--- src/verilog/mem_beh_1r1w.sv ---
module mem_beh_1r1w #(
    parameter int  WORDS   = 64,
    parameter int  DW      = 32,
    parameter int  LATENCY = 3,
    localparam int AW      = $clog2(WORDS)
) (
    input  logic          clk,
    input  logic          rst_n,
    input  logic          write,
    input  logic [AW-1:0] waddr,
    input  logic [DW-1:0] din,
    input  logic          read,
    input  logic [AW-1:0] raddr,
    output logic [DW-1:0] dout
);

    logic [DW-1:0] mem [WORDS];
    logic [DW-1:0] pipe [LATENCY];

    // Contents start at zero so every line reads back invalid
    always_ff @(posedge clk or negedge rst_n) begin
        if (!rst_n) begin
            for (int i = 0; i < WORDS; i++) begin
                mem[i] <= '0;
            end
        end else if (write) begin
            mem[waddr] <= din;
        end
    end

    // Read pipeline that takes a new read every cycle
    always_ff @(posedge clk) begin
        if (read) begin
            pipe[0] <= mem[raddr];  // Sees a write from the previous cycle
        end
        for (int i = 1; i < LATENCY; i++) begin
            pipe[i] <= pipe[i-1];
        end
    end

    assign dout = pipe[LATENCY-1];

endmodule
--- config.mk ---
export PLATFORM = sky130hd
export DESIGN_NAME = mem_beh_1r1w
export DESIGN_NICKNAME = d
export VERILOG_FILES = /design/src/verilog/mem_beh_1r1w.sv
export SDC_FILE = /design/constraint.sdc
export NUM_CORES = 2
export LEC_CHECK = 0
export ABC_CLOCK_PERIOD_IN_PS = 1700
export BUFFER_PORTS_ARGS = -buffer_cell sky130_fd_sc_hd__buf_2
export CAP_MARGIN = 20
export CORE_MARGIN = 5
export CORE_UTILIZATION = 57
export DETAILED_ROUTE_END_ITERATION = 6
export PLACE_DENSITY_LB_ADDON = 0.1
export SLEW_MARGIN = 10
export SYNTH_ARGS = -nofsm -noshare
export SYNTH_HDL_FRONTEND = slang
export SYNTH_SLANG_ARGS = --single-unit
--- constraint.sdc ---
create_clock -name clk -period 1.7 [get_ports clk]
set_input_delay 0.085 -clock clk [delete_from_list [all_inputs] [get_ports clk]]
set_output_delay 0.085 -clock clk [all_outputs]
set_load 0.02 [all_outputs]
==> results.py <==
metrics = {
    "run_status": {
        "outcome": "complete, but fails checks",
        "failed_checks": "setup timing",
    },
    "sta": {
        "finalClockSkew_ns": 0.03073,
        "relSlewSlack_pct": 24.47,
        "fin_ws_ns": -0.3622,
        "period_needed_ns": 2.062,
        "worstMarginPinSlew_ns": 1.133,
        "rsz0062_at_grt": "true",
        "fmax_mhz": 484.9,
        "hold_viol_final": 0,
        "period_share_pct": 121.3,
        "slew_viol_final": 0,
        "setup_violations": 32,
    },
    "critical_path": {
        "r2r_start": "mem[1642]",
        "critPathMaxFanout": 2,
        "end_kind": "register",
        "start_kind": "register",
        "ff2ff_setup_slack_ns": -0.36,
        "required_ns": 2.30,
        "r2r-end": "pipe[0][10]",
        "worstSetupPathType": "reg -> reg",
        "rr_worst_depth": 5,
        "cp.arrival_ns": 2.67,
    },
    "synthesis": {
        "async_reset_ff_share_pct": 95.52,
        "synth_top_area_cell": "dfrtp_1",
        "syn_inst": 5916,
        "ys.flop_type": "dfrtp_1",
        "yosysMostFrequentCell": "dfrtp_1",
        "synth_area_sq_mm": 0.09499,
        "synthTopCellsByCount": "dfrtp_1 (2048), mux2_1 (1380), mux2_2 (676)",
        "synthSimpleGateAreaFrac_pct": 1.278,
        "synthTopCellsByArea": "dfrtp_1 (54%), mux2_1 (16%), mux4_2 (13%)",
        "yosysWarnings": 0,
        "synth-adder-area-share_pct": 0,
        "ys_types": 44,
        "yosys-mux-area-fraction_pct": 38.02,
        "yosys.area_share.xor_xnor_pct": 0,
        "synthesis.nets": 5964,
        "synth_edf_count": 32,
        "synth_compound_area_share_pct": 1.355,
        "synth.avg_cell_area_sq_um": 16.06,
        "ys_seq_area_share_pct": 56.31,
        "yosysTopAreaCellShare_pct": 53.95,
        "synth_seq_cells": 2144,
        "synth_top_family_by_area": "multiplexers",
    },
    "routing": {
        "dr.pass1.iters": 7,
        "route.detailed.drc": 0,
        "avgViaCountPerCell": 6.309,
        "num_vias": 54601,
        "ant_nets": 0,
        "routed_wl_microns": 259800,
        "drt_iter0_drc": 3988,
        "wire_per_inst_microns": 30.02,
    },
    "min_path": {
        "worstHoldStart": "din[10]",
        "hp-class": "in -> reg",
        "worstHoldPathCells": 3,
        "min_to": "mem[682]",
    },
    "pwr": {
        "peakVddDrop_v": 0.001177,
        "power.leakage_nw": 52.60,
        "power_w": 0.1258,
        "pwr_density_cell_mw_per_mm2": 1125,
    },
    "clocking": {
        "clock_path_buffers": 3,
        "cts_tree": "done",
        "ctsHtreeMaxLevel": 4,
        "cts.sinks": 2144,
        "cts_inserted_buffers": 217,
        "clockRootBuffer": "clkbuf_16",
        "insertion_delay_ns": 0.85,
        "clk_pin_slew_ns": 0.07,
    },
    "floorplanning": {
        "dieWidth_microns": 418.2,
        "die_h_microns": 418.2,
        "initial_core_util_pct": 57.44,
        "row_count": 149,
        "pin_count": 80,
        "core_area_sq_mm": 0.1654,
        "die-area_sq_mm": 0.1749,
    },
    "final_layout": {
        "fin_nets": 6315,
        "nFillCells": 11242,
        "syn_to_final_growth_pct": 17.71,
        "drive_gt1_share_pct": 37.84,
    },
    "place": {
        "io_buffer_count": 79,
        "pre_cts_ws_ns": -1.147,
        "gp_congestion": 0.8203,
        "hpwl_microns": 170200,
    },
    "grt": {
        "grt_max_degree": 82,
        "grt_remaining_overflow": 0,
        "grt_pass1_wl_microns": 394300,
        "grt_pass1_vias": 58439,
        "antenna_found_initial": 8,
        "grt.total_usage_pct": 30.34,
    },
    "run": {
        "cap_violations": 0,
    },
}
## metal layers
layer  wire length [microns]  vias up  GRT usage [%]
met2                  124400     1402          48.44
li1                        -    22714              -
met1                  114300    30082          44.18
met3                   12700      403          4.027
met4                    8468        0          9.337
met5                       0        -              0
## how the worst max path moves through the flow
stage | startpoint | to | slack [ns]
detailed placement | raddr[1] | pipe[0][22] | -1.15
global route | mem[1837] | pipe[0][13] | -0.41
CTS | mem[1546] | pipe[0][10] | -0.39
global placement | raddr[1] | pipe[0][22] | -1.19
finish | mem[1642] | pipe[0][10] | -0.36
floorplan | raddr[0] | pipe[0][31] | -0.20
## cells by family (layout without fill, tap and decap cells)
logic type / after synthesis / count (layout)
muxes: 2678 / 2678
DFF: 2144 / 2144
buffers and inverters: 626 / 1164
and+or+nand+nor: 264 / 264
AOI/OAI and AO/OA: 204 / 204
other: 0 / 11
## worst max-delay path: stages, from the launching register on
cell	delay [ns]
dfrtp_1	0.39
mux4_2	0.47
mux4_2	0.57
o22ai_2	0.21
buf_6	0.15
nor2_2	0.04
## sequential cells by signal, summed over array words and instances (netlist names)
signal,count
mem,2048
pipe,96
## where the power goes
group	leakage [nW]	switching (W)	internal, W
logic	20.9	0.00708	0.00909
registers	28.1	0.00332	0.0578
clock network	3.60	0.0201	0.0283
total	52.6	0.0305	0.0953
## layout by cell type, fill, tap and decap left out, types with 64 or more instances in the layout
cell / Yosys / routed
clkbuf_1: 269 / 64
buf_2: 190 / 75
buf_12: 0 / 242
clkbuf_16: 0 / 225
mux2_1: 1380 / 1380
dfrtp_1: 2048 / 2048
buf_4: 57 / 392
o22ai_1: 101 / 76
mux2i_1: 84 / 78
mux2_2: 676 / 676
mux4_2: 538 / 538
## layout make-up
type	count	area (sq um)	share of cell area (%)
clock inverters	57	580.6	0.5192
diodes	11	27.53	0.02462
clock buffers	349	6696	5.989
repair buffers	756	8707	7.787
inverters	2	12.51	0.01119
well taps	2189	2739	2.450
multi-input cells	3146	39560	35.38
flip-flops and latches	2144	53490	47.84
## what timing repair did
| item | 4_1_cts | 5_1_grt |
|---|---|---|
| resized for setup | 86 | 34 |
| endpoints found under the setup margin | 33 | 450 |
| hold buffers | 19 | 9 |
| pin swaps | 31 | 11 |
| gates cloned | 0 | 0 |
| hold endpoints to repair | 2543 | 204 |
| setup buffers | 3 | 3 |
## stage by stage
stage                     instance area (sq um)  hold WS (ns)  utilization [%]  TNS, ns  std cells
after CTS                                111300      0.004713            67.33   -41.91       8624
final                                    111800       0.03628            67.62   -6.737       8654
after global routing                     111800       0.05129            67.61   -7.999       8648
after global placement                   103400     -0.001599            62.55   -82.75       8203
after detailed placement                 103400    -0.0004616            62.55  -101.74       8203
after floorplan                           95350       -0.2106                -   -5.229       5916
Power figures use the tool's default switching activity.
