File: config.mk
export PLATFORM = sky130hd
export DESIGN_NAME = l2_cache_ctrl
export DESIGN_NICKNAME = d
export VERILOG_FILES = /design/src/verilog/cache_pkg.sv /design/src/verilog/l2_cache_ctrl.sv
export SDC_FILE = /design/constraint.sdc
export NUM_CORES = 1
export LEC_CHECK = 0
export BUFFER_PORTS_ARGS = -buffer_cell sky130_fd_sc_hd__buf_2
export CAP_MARGIN = 30
export CORE_AREA = 2 2 146 148
export CTS_CLUSTER_DIAMETER = 200
export DETAILED_ROUTE_END_ITERATION = 8
export DIE_AREA = 0 0 148 150
export HOLD_SLACK_MARGIN = 0.02
export PLACE_DENSITY = 0.72
export SETUP_SLACK_MARGIN = 0.2
export SYNTH_ARGS = -nofsm -noshare
export SYNTH_HDL_FRONTEND = slang
export SYNTH_SLANG_ARGS = --single-unit
export TNS_END_PERCENT = 30
File: constraint.sdc
create_clock -name clk -period 18.23 [get_ports clk]
set_input_delay 3.646 -clock clk [delete_from_list [all_inputs] [get_ports clk]]
set_output_delay 3.646 -clock clk [all_outputs]
set_load 0.05 [all_outputs]
File: src/verilog/cache_pkg.sv
package cache_pkg;

    // Command type on both the upstream and downstream ports
    typedef enum logic {
        REQ_READ  = 1'b0,
        REQ_WRITE = 1'b1
    } req_type_e;

    // Controller FSM
    typedef enum logic [2:0] {
        ST_IDLE    = 3'd0,  // Waiting for an upstream command
        ST_LOOKUP  = 3'd1,  // Tag and data reads in flight
        ST_COMPARE = 3'd2,  // Tag compare, hit/miss decision
        ST_DS_REQ  = 3'd3,  // Downstream command presented
        ST_DS_WAIT = 3'd4,  // Waiting for downstream read return
        ST_FILL    = 3'd5,  // Line refill into the victim way
        ST_RESP    = 3'd6   // Upstream response held until taken
    } ctrl_state_e;

    // Byte address width
    localparam int ADDR_W_DEF = 16;

    // One word per line
    localparam int DATA_W_DEF = 32;

    // Sets per way
    localparam int NUM_ROWS_DEF = 64;

    // Tag and data memory read latency in cycles
    localparam int MEM_DELAY_DEF = 3;

    // Upstream transaction id width
    localparam int ID_W_DEF = 5;

endpackage

File: src/verilog/l2_cache_ctrl.sv
module l2_cache_ctrl #(
    parameter int  ADDR_W    = cache_pkg::ADDR_W_DEF,
    parameter int  DATA_W    = cache_pkg::DATA_W_DEF,
    parameter int  NUM_ROWS  = cache_pkg::NUM_ROWS_DEF,
    parameter int  MEM_DELAY = cache_pkg::MEM_DELAY_DEF,
    parameter int  ID_W      = cache_pkg::ID_W_DEF,
    localparam int IDX_W     = $clog2(NUM_ROWS),
    localparam int OFF_W     = $clog2(DATA_W / 8),
    localparam int TAG_W     = ADDR_W - IDX_W - OFF_W,
    localparam int TROW_W    = 2 * (TAG_W + 1) + 1,
    localparam int DROW_W    = 2 * DATA_W
) (
    input  logic                   clk,
    input  logic                   rst_n,

    input  logic                   s_creq_valid,
    input  cache_pkg::req_type_e   s_creq_type,
    input  logic [ID_W-1:0]        s_creq_id,
    input  logic [ADDR_W-1:0]      s_creq_addr,
    input  logic [DATA_W-1:0]      s_dreq_data,
    output logic                   s_creq_stall,

    output logic                   s_rreq_valid,
    output logic [ID_W-1:0]        s_rreq_id,
    output logic [DATA_W-1:0]      s_rreq_data,
    input  logic                   s_rreq_stall,

    output logic                   m_creq_valid,
    output cache_pkg::req_type_e   m_creq_type,
    output logic [ADDR_W-1:0]      m_creq_addr,
    output logic [DATA_W-1:0]      m_creq_data,
    input  logic                   m_creq_stall,

    input  logic                   m_rreq_valid,
    input  logic [DATA_W-1:0]      m_rreq_data,

    output logic                   e_cch_rhit,
    output logic                   e_cch_whit,

    output logic                   tag_we,
    output logic [IDX_W-1:0]       tag_waddr,
    output logic [TROW_W-1:0]      tag_wdata,
    output logic                   tag_re,
    output logic [IDX_W-1:0]       tag_raddr,
    input  logic [TROW_W-1:0]      tag_rdata,

    output logic                   dat_we,
    output logic [IDX_W-1:0]       dat_waddr,
    output logic [DROW_W-1:0]      dat_wdata,
    output logic                   dat_re,
    output logic [IDX_W-1:0]       dat_raddr,
    input  logic [DROW_W-1:0]      dat_rdata
);

    import cache_pkg::*;

    localparam int CNT_W = $clog2(MEM_DELAY + 1);
    localparam int WAY_W = TAG_W + 1;  // Valid bit plus tag

    ctrl_state_e state;
    ctrl_state_e state_nxt;
    logic [CNT_W-1:0] cnt;

    req_type_e type_q;
    logic [ID_W-1:0] id_q;
    logic [ADDR_W-1:0] addr_q;
    logic [DATA_W-1:0] wdata_q;
    logic [DATA_W-1:0] rdata_q;
    logic [TROW_W-1:0] tag_row_q;
    logic [DROW_W-1:0] dat_row_q;

    logic [IDX_W-1:0] req_idx;
    logic [TAG_W-1:0] req_tag;
    logic hit0;
    logic hit1;
    logic hit;
    logic hit_way;
    logic [DATA_W-1:0] hit_word;
    logic victim;
    logic [TROW_W-1:0] hit_tag_row;
    logic [DROW_W-1:0] hit_dat_row;
    logic [TROW_W-1:0] fill_tag_row;
    logic [DROW_W-1:0] fill_dat_row;

    assign req_idx = addr_q[OFF_W +: IDX_W];
    assign req_tag = addr_q[ADDR_W-1 -: TAG_W];

    // Row layout is {lru, v1, tag1, v0, tag0}
    assign hit0 = tag_rdata[WAY_W-1] && (tag_rdata[TAG_W-1:0] == req_tag);
    assign hit1 = tag_rdata[2*WAY_W-1] && (tag_rdata[WAY_W +: TAG_W] == req_tag);
    assign hit = hit0 || hit1;
    assign hit_way = hit1;
    assign hit_word = hit_way ? dat_rdata[DATA_W +: DATA_W] : dat_rdata[DATA_W-1:0];

    // Invalid way first, then the one named by LRU
    assign victim = !tag_row_q[WAY_W-1]   ? 1'b0 :
                    !tag_row_q[2*WAY_W-1] ? 1'b1 : tag_row_q[TROW_W-1];

    always_comb begin
        hit_tag_row = tag_rdata;
        hit_tag_row[TROW_W-1] = ~hit_way;  // Other way becomes LRU
        hit_dat_row = dat_rdata;
        hit_dat_row[int'(hit_way)*DATA_W +: DATA_W] = wdata_q;
    end

    always_comb begin
        fill_tag_row = tag_row_q;
        fill_tag_row[int'(victim)*WAY_W +: WAY_W] = {1'b1, req_tag};
        fill_tag_row[TROW_W-1] = ~victim;
        fill_dat_row = dat_row_q;
        fill_dat_row[int'(victim)*DATA_W +: DATA_W] = rdata_q;
    end

    always_comb begin
        state_nxt = state;
        case (state)
            ST_IDLE: begin
                if (s_creq_valid) begin
                    state_nxt = ST_LOOKUP;
                end
            end
            ST_LOOKUP: begin
                if (cnt == CNT_W'(MEM_DELAY - 1)) begin
                    state_nxt = ST_COMPARE;
                end
            end
            ST_COMPARE: begin
                if (hit && type_q == REQ_READ) begin
                    state_nxt = ST_RESP;
                end else begin
                    state_nxt = ST_DS_REQ;  // Write-through or read miss
                end
            end
            ST_DS_REQ: begin
                if (!m_creq_stall) begin
                    state_nxt = (type_q == REQ_WRITE) ? ST_RESP : ST_DS_WAIT;
                end
            end
            ST_DS_WAIT: begin
                if (m_rreq_valid) begin
                    state_nxt = ST_FILL;
                end
            end
            ST_FILL: state_nxt = ST_RESP;
            ST_RESP: begin
                if (!s_rreq_stall) begin
                    state_nxt = ST_IDLE;
                end
            end
            default: state_nxt = ST_IDLE;
        endcase
    end

    always_ff @(posedge clk or negedge rst_n) begin
        if (!rst_n) begin
            state <= ST_IDLE;
            cnt   <= '0;
        end else begin
            state <= state_nxt;
            cnt   <= (state == ST_LOOKUP) ? cnt + 1'b1 : '0;
        end
    end

    always_ff @(posedge clk) begin
        if (state == ST_IDLE && s_creq_valid) begin
            type_q  <= s_creq_type;
            id_q    <= s_creq_id;
            addr_q  <= {s_creq_addr[ADDR_W-1:OFF_W], {OFF_W{1'b0}}};  // Word aligned
            wdata_q <= s_dreq_data;
        end
        if (state == ST_COMPARE) begin
            tag_row_q <= tag_rdata;
            dat_row_q <= dat_rdata;
            rdata_q   <= (type_q == REQ_READ) ? hit_word : '0;
        end
        if (state == ST_DS_WAIT && m_rreq_valid) begin
            rdata_q <= m_rreq_data;  // Response data and fill word
        end
    end

    assign s_creq_stall = (state != ST_IDLE);

    assign s_rreq_valid = (state == ST_RESP);
    assign s_rreq_id    = id_q;
    assign s_rreq_data  = rdata_q;

    assign m_creq_valid = (state == ST_DS_REQ);
    assign m_creq_type  = type_q;
    assign m_creq_addr  = addr_q;
    assign m_creq_data  = wdata_q;

    assign e_cch_rhit = (state == ST_COMPARE) && hit && (type_q == REQ_READ);
    assign e_cch_whit = (state == ST_COMPARE) && hit && (type_q == REQ_WRITE);

    // Both reads issued once, in the first lookup cycle
    assign tag_re    = (state == ST_LOOKUP) && (cnt == '0);
    assign tag_raddr = req_idx;
    assign dat_re    = tag_re;
    assign dat_raddr = req_idx;

    // Hits refresh LRU, write hits also update the word
    assign tag_we    = ((state == ST_COMPARE) && hit) || (state == ST_FILL);
    assign tag_waddr = req_idx;
    assign tag_wdata = (state == ST_FILL) ? fill_tag_row : hit_tag_row;
    assign dat_we    = (e_cch_whit) || (state == ST_FILL);
    assign dat_waddr = req_idx;
    assign dat_wdata = (state == ST_FILL) ? fill_dat_row : hit_dat_row;

endmodule

==> results.txt, run 1 <==
----------------------------------------------------
[Final layout]
  Total number of nets in the final design ... roughly 1300
  Fraction of final layout cells sized beyond drive strength 1 ... a little over two fifths
  Syn-to-layout area delta ... 28.0%
  Design area ... ~11000 um^2
  Count of inserted antenna diode cells ... 0

[Timing]
  Clock skew ... between 0.009 and 0.01 ns
  Final min period ... ~9.6 ns
  Least-Margin Pin Slew ... between 0.8 and 0.9 ns
  Max-slew violation count ... 0
  Final setup violation count ... 0
  Highest attainable clock frequency ... roughly 0.10 GHz
  Slew Limit Headroom ... just over 40%
  Hold Fails Final Rpt ... 0
  Unrepaired setup endpoints after global routing ... false
  Share of the clock period used by the worst path ... a little over half
  Setup TNS ... 0 ns

[Synth]
  Number of synthesized flops with an enable pin ... 167
  Synth top area share ... a little under three fifths
  Netlist area before placement ... roughly 8800 um^2
  Yosys top cell by area ... edfxtp_1
  Most instantiated library cell after synthesis ... nand2_1
  Register bit total from synthesis ... around 170
  Cell types with the largest area share after synthesis ... edfxtp_1, mux2_2, nand2_1
  Number of library cell types mapped by synthesis ... 39
  Cell types with the highest counts after synthesis ... nand2_1, edfxtp_1, nor2_1
  Prevailing post-synth register cell ... edfxtp_1
  Cell count after synthesis ... just under 800
  Avg Inst Size Synth ... 11.1 um^2
  Yosys warns ... 0
  Sequential-to-total area share from yosys stat ... 58.2%
  Async set or reset register ratio after synthesis ... ~2.9%

[Setup path]
  Data required time at the worst endpoint ... 14.58 ns
  Cells along the critical path ... buf_2, xnor2_1, nand4_1, or3_2, buf_4, nand2_1, a31oi_1, buf_2
  Critical Path Start ... tag_rdata[11]
  Crit path top cell by count ... buf_2
  CP max FO ... 34
  Critical-path top delay cell ... or3_2
  Worst Path Arrival ... 5.91 ns
  Largest incremental delay on the critical path ... just over 0.8 ns
  Element type at the critical path end ... output pin
  Kind of start point of the critical path ... input port
  Crit Reg-Reg Startpoint ... state[1]
  Start-to-end type of the worst setup path ... in -> out

[Routing]
  Wire length per cell after detailed routing ... approximately 18 um
  Detailed-routed wire length on met3 ... around 1800 um
  Met1 routed wirelength after detailed routing ... between 9000 and 10000 um
  DRC marker count from the first detailed-route iteration ... about 360
  Topmost layer with routed signal wires ... met5
  Aggregate routed wire length ... about 25000 um
  DR vias/cell ... 5.16
  Detail Route met2 WL ... ~13000 um
  Number of vias after detailed routing ... between 7000 and 8000
  Iteration count of the initial detailed-routing pass ... 5
  Drt drc ... 0
  Antenna Nets Post-Route ... 0

[GRT]
  GR Overflow Total ... 0
  Global-route wire length before repair ... 36800 um
  Initial antenna violation count ... 1
  Maximum number of pins on one net before global-route repair ... 93
  Via count of the first global-routing pass ... around 6800
  Aggregate global-route resource usage ... between 20% and 30%

[Min path]
  Kind of path behind the tightest hold check ... reg -> reg
  Min-Delay Startpoint ... cnt[0]

[Place]
  Port Buffer Count ... 372
  RD Place Congestion ... around 0.80
  Hpwl dp ... approximately 17000 um
  DP Area ... ~11000 um^2

[Floorplanning]
  Core box area ... 20700 um^2
  DIE WIDTH ... around 150 um
  Standard-cell row count ... between 50 and 60
  Initial cell density of the core ... a little over two fifths
  Vert. Die Dim ... 150 um
  Number of top-level pins ... 377
  Area enclosed by the die boundary ... roughly 22000 um^2

[Clocking]
  CTS resizes ... 0
  Sinks on the clock net ... about 170
  H-tree level count ... 4
  Master cell of the clock root buffer ... clkbuf_16
  Total clock buffers created by CTS ... 17
  Post-CTS Hold Buffers ... 0
  Number of buffers on the longest clock path ... 2
  Clock tree from TritonCTS ... done
  Clk pin slew, worst setup/hold paths ... around 0.060 ns
  Clock network latency to the later pin of the worst-skew pair ... between 0.4 and 0.5 ns
  Postcts setup bufs ... 0

[Run]
  Total of max-cap violations ... 0

[Power]
  Maximum VDD drop ... about 0.000087 V
  Power Density ... about 150 nW/um^2
  Static power due to leakage ... around 4.7 nW

[Run status]
  Result of the run ... finished, final reports clean

----------------------------------------------------
[through the flow]
step	setup WS [ns]	util (%)	instances	power, mW	hold slack (ns)
final	8.67	54.7	1406	1.74	0.584
after global routing	8.47	54.7	1406	1.81	0.631
after CTS	8.64	54.6	1405	1.75	0.587
after detailed placement	8.65	51.8	1373	1.39	0.579
after global placement	8.66	51.8	1373	1.38	0.560
after floorplan	7.94	-	796	1.20	0.545
[path summary, 6_finish.rpt]
path                       cells after the start  slack, ns            end
setup / recovery                               8       8.67   dat_wdata[0]
hold / removal                                 2       0.58         cnt[0]
setup reg to reg                               4      15.69  tag_row_q[11]
hold reg to reg                                2       0.58         cnt[0]
max in group asynchronous                      1      15.05         cnt[1]
min in group asynchronous                      1       3.04       state[2]
[report_power, final]
group | total (mW) | leakage (nW) | switching, mW | internal, mW
clock network | 0.362 | 0.277 | 0.159 | 0.204
logic | 0.800 | 2.80 | 0.610 | 0.190
registers | 0.579 | 1.60 | 0.0476 | 0.532
total | 1.74 | 4.68 | 0.816 | 0.926
[critical path: cells and delay by family]
family,cells,cell delay (ns)
compound gates,1,0.10
xor+xnor,1,0.16
buf+inv,3,0.80
simple gates,3,1.19
[final cells by class]
cell class                      count  area, um^2
Multi-Input combinational cell    537        3270
Clock buffer                       20         437
Sequential cell                   172        5140
Tap cell                          275         344
Fill cell                        1828        9380
Clock inverter                     12         138
Timing Repair Buffer              384        1960
Inverter                            6        22.5
[layout by cell type (no fill, tap or decap), types with 2 or more instances in the layout]
master     synthesis  routed
and3_1             3       3
ha_1               2       2
dfrtp_1            5       5
nand2b_1           2       2
nand2_1          182     182
mux2i_1           48      48
nand4_1            2       2
a21oi_1            3       3
edfxtp_1         167     167
clkbuf_16          0      17
clkinv_4           0       4
a31oi_1           66      66
nand3_1            2       2
inv_6              0       3
nor3_1             2       2
nor2_1            72      71
buf_2             12     372
or2_2              2       2
inv_1              6       6
bufinv_16          0       2
o21ai_1           32      32
buf_4             31      11
conb_1             1       2
xnor2_1           16      16
clkbuf_1          33       3
mux2_2            64      64
o21ai_0           21      21
[kinds of logic after synthesis]
family | count (synthesis) | synth area share (%)
AO/OA/AOI/OAI | 128 | 8.40
XOR/XNOR | 16 | 1.59
adder cells (fa/ha/maj) | 2 | 0.283
buffers and inverters | 87 | 5.44
flip-flops | 172 | 58.2
multiplexers | 112 | 13.6
other | 1 | 0.0424
AND/OR/NAND/NOR | 277 | 12.5
[metal layers]
layer | vias up | global-route usage [%]
met1 | 3461 | 26.4
met2 | 306 | 38.1
met4 | 2 | 5.62
li1 | 3466 | -
met3 | 25 | 5.18
met5 | - | 0
[flip-flops by register name, indices dropped and copies added (netlist names)]
signal and count:
dat_row_q 64, tag_row_q 19, s_rreq_id 5, state 3
m_creq_data 32, m_creq_type 1, s_rreq_data 32, m_creq_addr 14
cnt 2
(Power assumes the default switching activity.)
==> run 2: changes to the inputs <==
- CORE_AREA: 2 2 146 148 -> 2 2 147 149
- DIE_AREA: 0 0 148 150 -> 0 0 149 151
- PLACE_DENSITY: 0.72 -> 0.71
- clock period: 18.23 -> 9.8 ns (I/O delays scaled with it)
==> results.txt, run 2 (synthesis gave the netlist of run 1 again) <==
----------------------------------------------------
[GRT]
  GR Overflow Total ... 0 (unchanged)
  Aggregate global-route resource usage ... 21.8% (+0.26 points)
  Maximum number of pins on one net before global-route repair ... 95 (+2.2%)
  Global routing met2 resource utilization ... 39.6% (+1.4 points)
  Layer with the highest usage after global routing ... met2
  Initial antenna violation count ... 2 (+1)
  Global-route wire length before repair ... 37300 um (+1.3%)
  Met1 GRT Util ... 24.8% (-1.7 points)
  GR Layer Usage met3 ... 6.08% (+0.90 points)
  Via count of the first global-routing pass ... 7005 (+3.1%)

[Setup path]
  Kind of start point of the critical path ... input port
  Critical Path Start ... tag_rdata[11]
  Worst Path Arrival ... 4.33 ns (-1.58 ns)
  CP max FO ... 35 (+2.9%)
  Crit Reg-Reg Startpoint ... state[1]
  Number of cell instances on the worst register-to-register path ... 4 (unchanged)
  Register-to-register path setup slack ... 6.98 ns (-8.71 ns)
  Start-to-end type of the worst setup path ... in -> out
  Element type at the critical path end ... output pin
  Data required time at the worst endpoint ... 7.84 ns (-6.74 ns)
  Reg2reg end ... s_rreq_data[0]

[Clocking]
  Number of buffers on the longest clock path ... 2 (unchanged)
  H-tree level count ... 4 (unchanged)
  Clock network latency to the later pin of the worst-skew pair ... 0.42 ns (about the same)
  Total clock buffers created by CTS ... 17 (unchanged)
  Post-CTS Hold Buffers ... 0 (unchanged)
  CTS resizes ... 0 (unchanged)
  Clk pin slew, worst setup/hold paths ... 0.06 ns (about the same)
  Clock tree from TritonCTS ... done
  Master cell of the clock root buffer ... clkbuf_16
  Sinks on the clock net ... 172 (unchanged)
  Postcts setup bufs ... 0 (unchanged)

[Run]
  Total of max-cap violations ... 0 (unchanged)

[Power]
  Maximum VDD drop ... 0.000135 V (+55%)
  Static power due to leakage ... 4.65 nW (-0.55%)
  Power after layout ... 3.19 mW (+83%)
  Power Density ... 283 nW/um^2 (+84%)

[Timing]
  Max-slew violation count ... 0 (unchanged)
  Share of the clock period used by the worst path ... between 60% and 70%
  Fin worst setup slack ... 3.51 ns (-5.17 ns)
  Hold Fails Final Rpt ... 0 (unchanged)
  Final min period ... 6.29 ns
  Slew Limit Headroom ... 38.2% (-3.1 points)
  Clock skew ... 0.0122 ns (+0.00231 ns)
  Least-Margin Pin Slew ... 0.927 ns (+0.0492 ns)
  Setup TNS ... 0 ns (unchanged)
  Highest attainable clock frequency ... between 0.15 and 0.2 GHz
  Final setup violation count ... 0 (unchanged)
  Unrepaired setup endpoints after global routing ... false

[Routing]
  Aggregate routed wire length ... 25400 um (+1.9%)
  Antenna Nets Post-Route ... 0 (unchanged)
  DRC marker count from the first detailed-route iteration ... 335 (-6.2%)
  Drt drc ... 0 (unchanged)
  DR vias/cell ... 5.17 (+0.18%)
  Iteration count of the initial detailed-routing pass ... 5 (unchanged)
  Wire length per cell after detailed routing ... 18.0 um (+1.8%)
  Number of vias after detailed routing ... 7278 (+0.25%)

[Place]
  RD Place Congestion ... 0.805 (+0.40%)
  Port Buffer Count ... 372 (unchanged)
  Hpwl dp ... 17600 um (+1.8%)
  Setup Slack @ Placement ... 3.50 ns (-5.15 ns)
  Instance count after placement with tap cells included ... 1374 (+0.073%)

[Floorplanning]
  Vert. Die Dim ... 151 um (+0.67%)
  Initial cell density of the core ... 42.4% (-0.27 points)
  Core box area ... 20800 um^2 (+0.64%)
  Area enclosed by the die boundary ... 22500 um^2 (+1.3%)
  Number of top-level pins ... 377 (unchanged)
  DIE WIDTH ... 149 um (+0.68%)
  Standard-cell row count ... 53 (unchanged)

[Min path]
  Kind of path behind the tightest hold check ... reg -> reg
  Min-Delay Startpoint ... cnt[0]
  Worst hold path endpoint ... cnt[0]
  Hold path depth ... 2 (unchanged)

[Final layout]
  Number of flip-flops in the largest register ... 64 (unchanged)
  Fraction of final layout cells sized beyond drive strength 1 ... 43.0% (+0.088 points)
  Most common library cell in the layout ignoring fill and taps ... buf_2
  Syn-to-layout area delta ... 27.5%
  Total number of nets in the final design ... 1295 (unchanged)
  Layout fillers ... 1880 (+2.8%)
  Highest-count cells in the layout ignoring fill and taps ... buf_2, nand2_1, edfxtp_1, nor2_1, a31oi_1
  Post-layout instance count excluding filler cells ... 1407 (+0.071%)
  Most flops, register ... dat_row_q

[Run status]
  Result of the run ... finished, final reports clean

----------------------------------------------------
==> run 2: worst max-delay path by stage <==
| stage | to | slack, ns |
|---|---|---|
| global placement | dat_wdata[11] | 3.57 |
| finish | dat_wdata[11] | 3.51 |
| CTS | dat_wdata[11] | 3.50 |
| floorplan | dat_we | 1.20 |
| detailed placement | dat_wdata[11] | 3.50 |
| global route | dat_wdata[11] | 3.36 |
==> run 2: metrics by stage <==
stage	instance area (um^2)	hold slack, ns	utilization [%]
6_report	11300	0.606	54.1
2_1_floorplan	8840	0.545	-
3_5_place_dp	10700	0.583	51.5
3_3_place_gp	10700	0.562	51.5
4_1_cts	11300	0.602	54.1
5_1_grt	11300	0.659	54.1
==> run 2: final cells by class <==
class	instances	area, um^2	share of cell area, %
Antenna cell	1	2.50	0.0222
Clock inverter	14	111	0.988
Tap cell	275	344	3.05
Multi-Input combinational cell	537	3270	29.0
Sequential cell	172	5140	45.6
Inverter	6	22.5	0.200
Clock buffer	18	429	3.81
Timing Repair Buffer	384	1950	17.3
==> run 2: where the power goes <==
| part | internal (mW) | total (mW) | switching [mW] |
|---|---|---|---|
| Combinational | 0.348 | 1.48 | 1.13 |
| Clock | 0.329 | 0.634 | 0.305 |
| Sequential | 0.990 | 1.08 | 0.0878 |
| Total | 1.67 | 3.19 | 1.53 |
==> run 2: worst max-delay path, stage by stage <==
cell and delay [ns]:
buf_2 0.12, xnor2_1 0.20, nand4_1 0.26, or3_2 0.82, buf_4 0.41, nand2_1 0.12, a31oi_1 0.12, buf_2 0.29
==> run 2: routing by layer <==
layer	vias up	share of wire, %
met2	333	51
li1	3470	-
met5	-	0.051
met4	2	2.0
met3	33	8.2
met1	3440	39
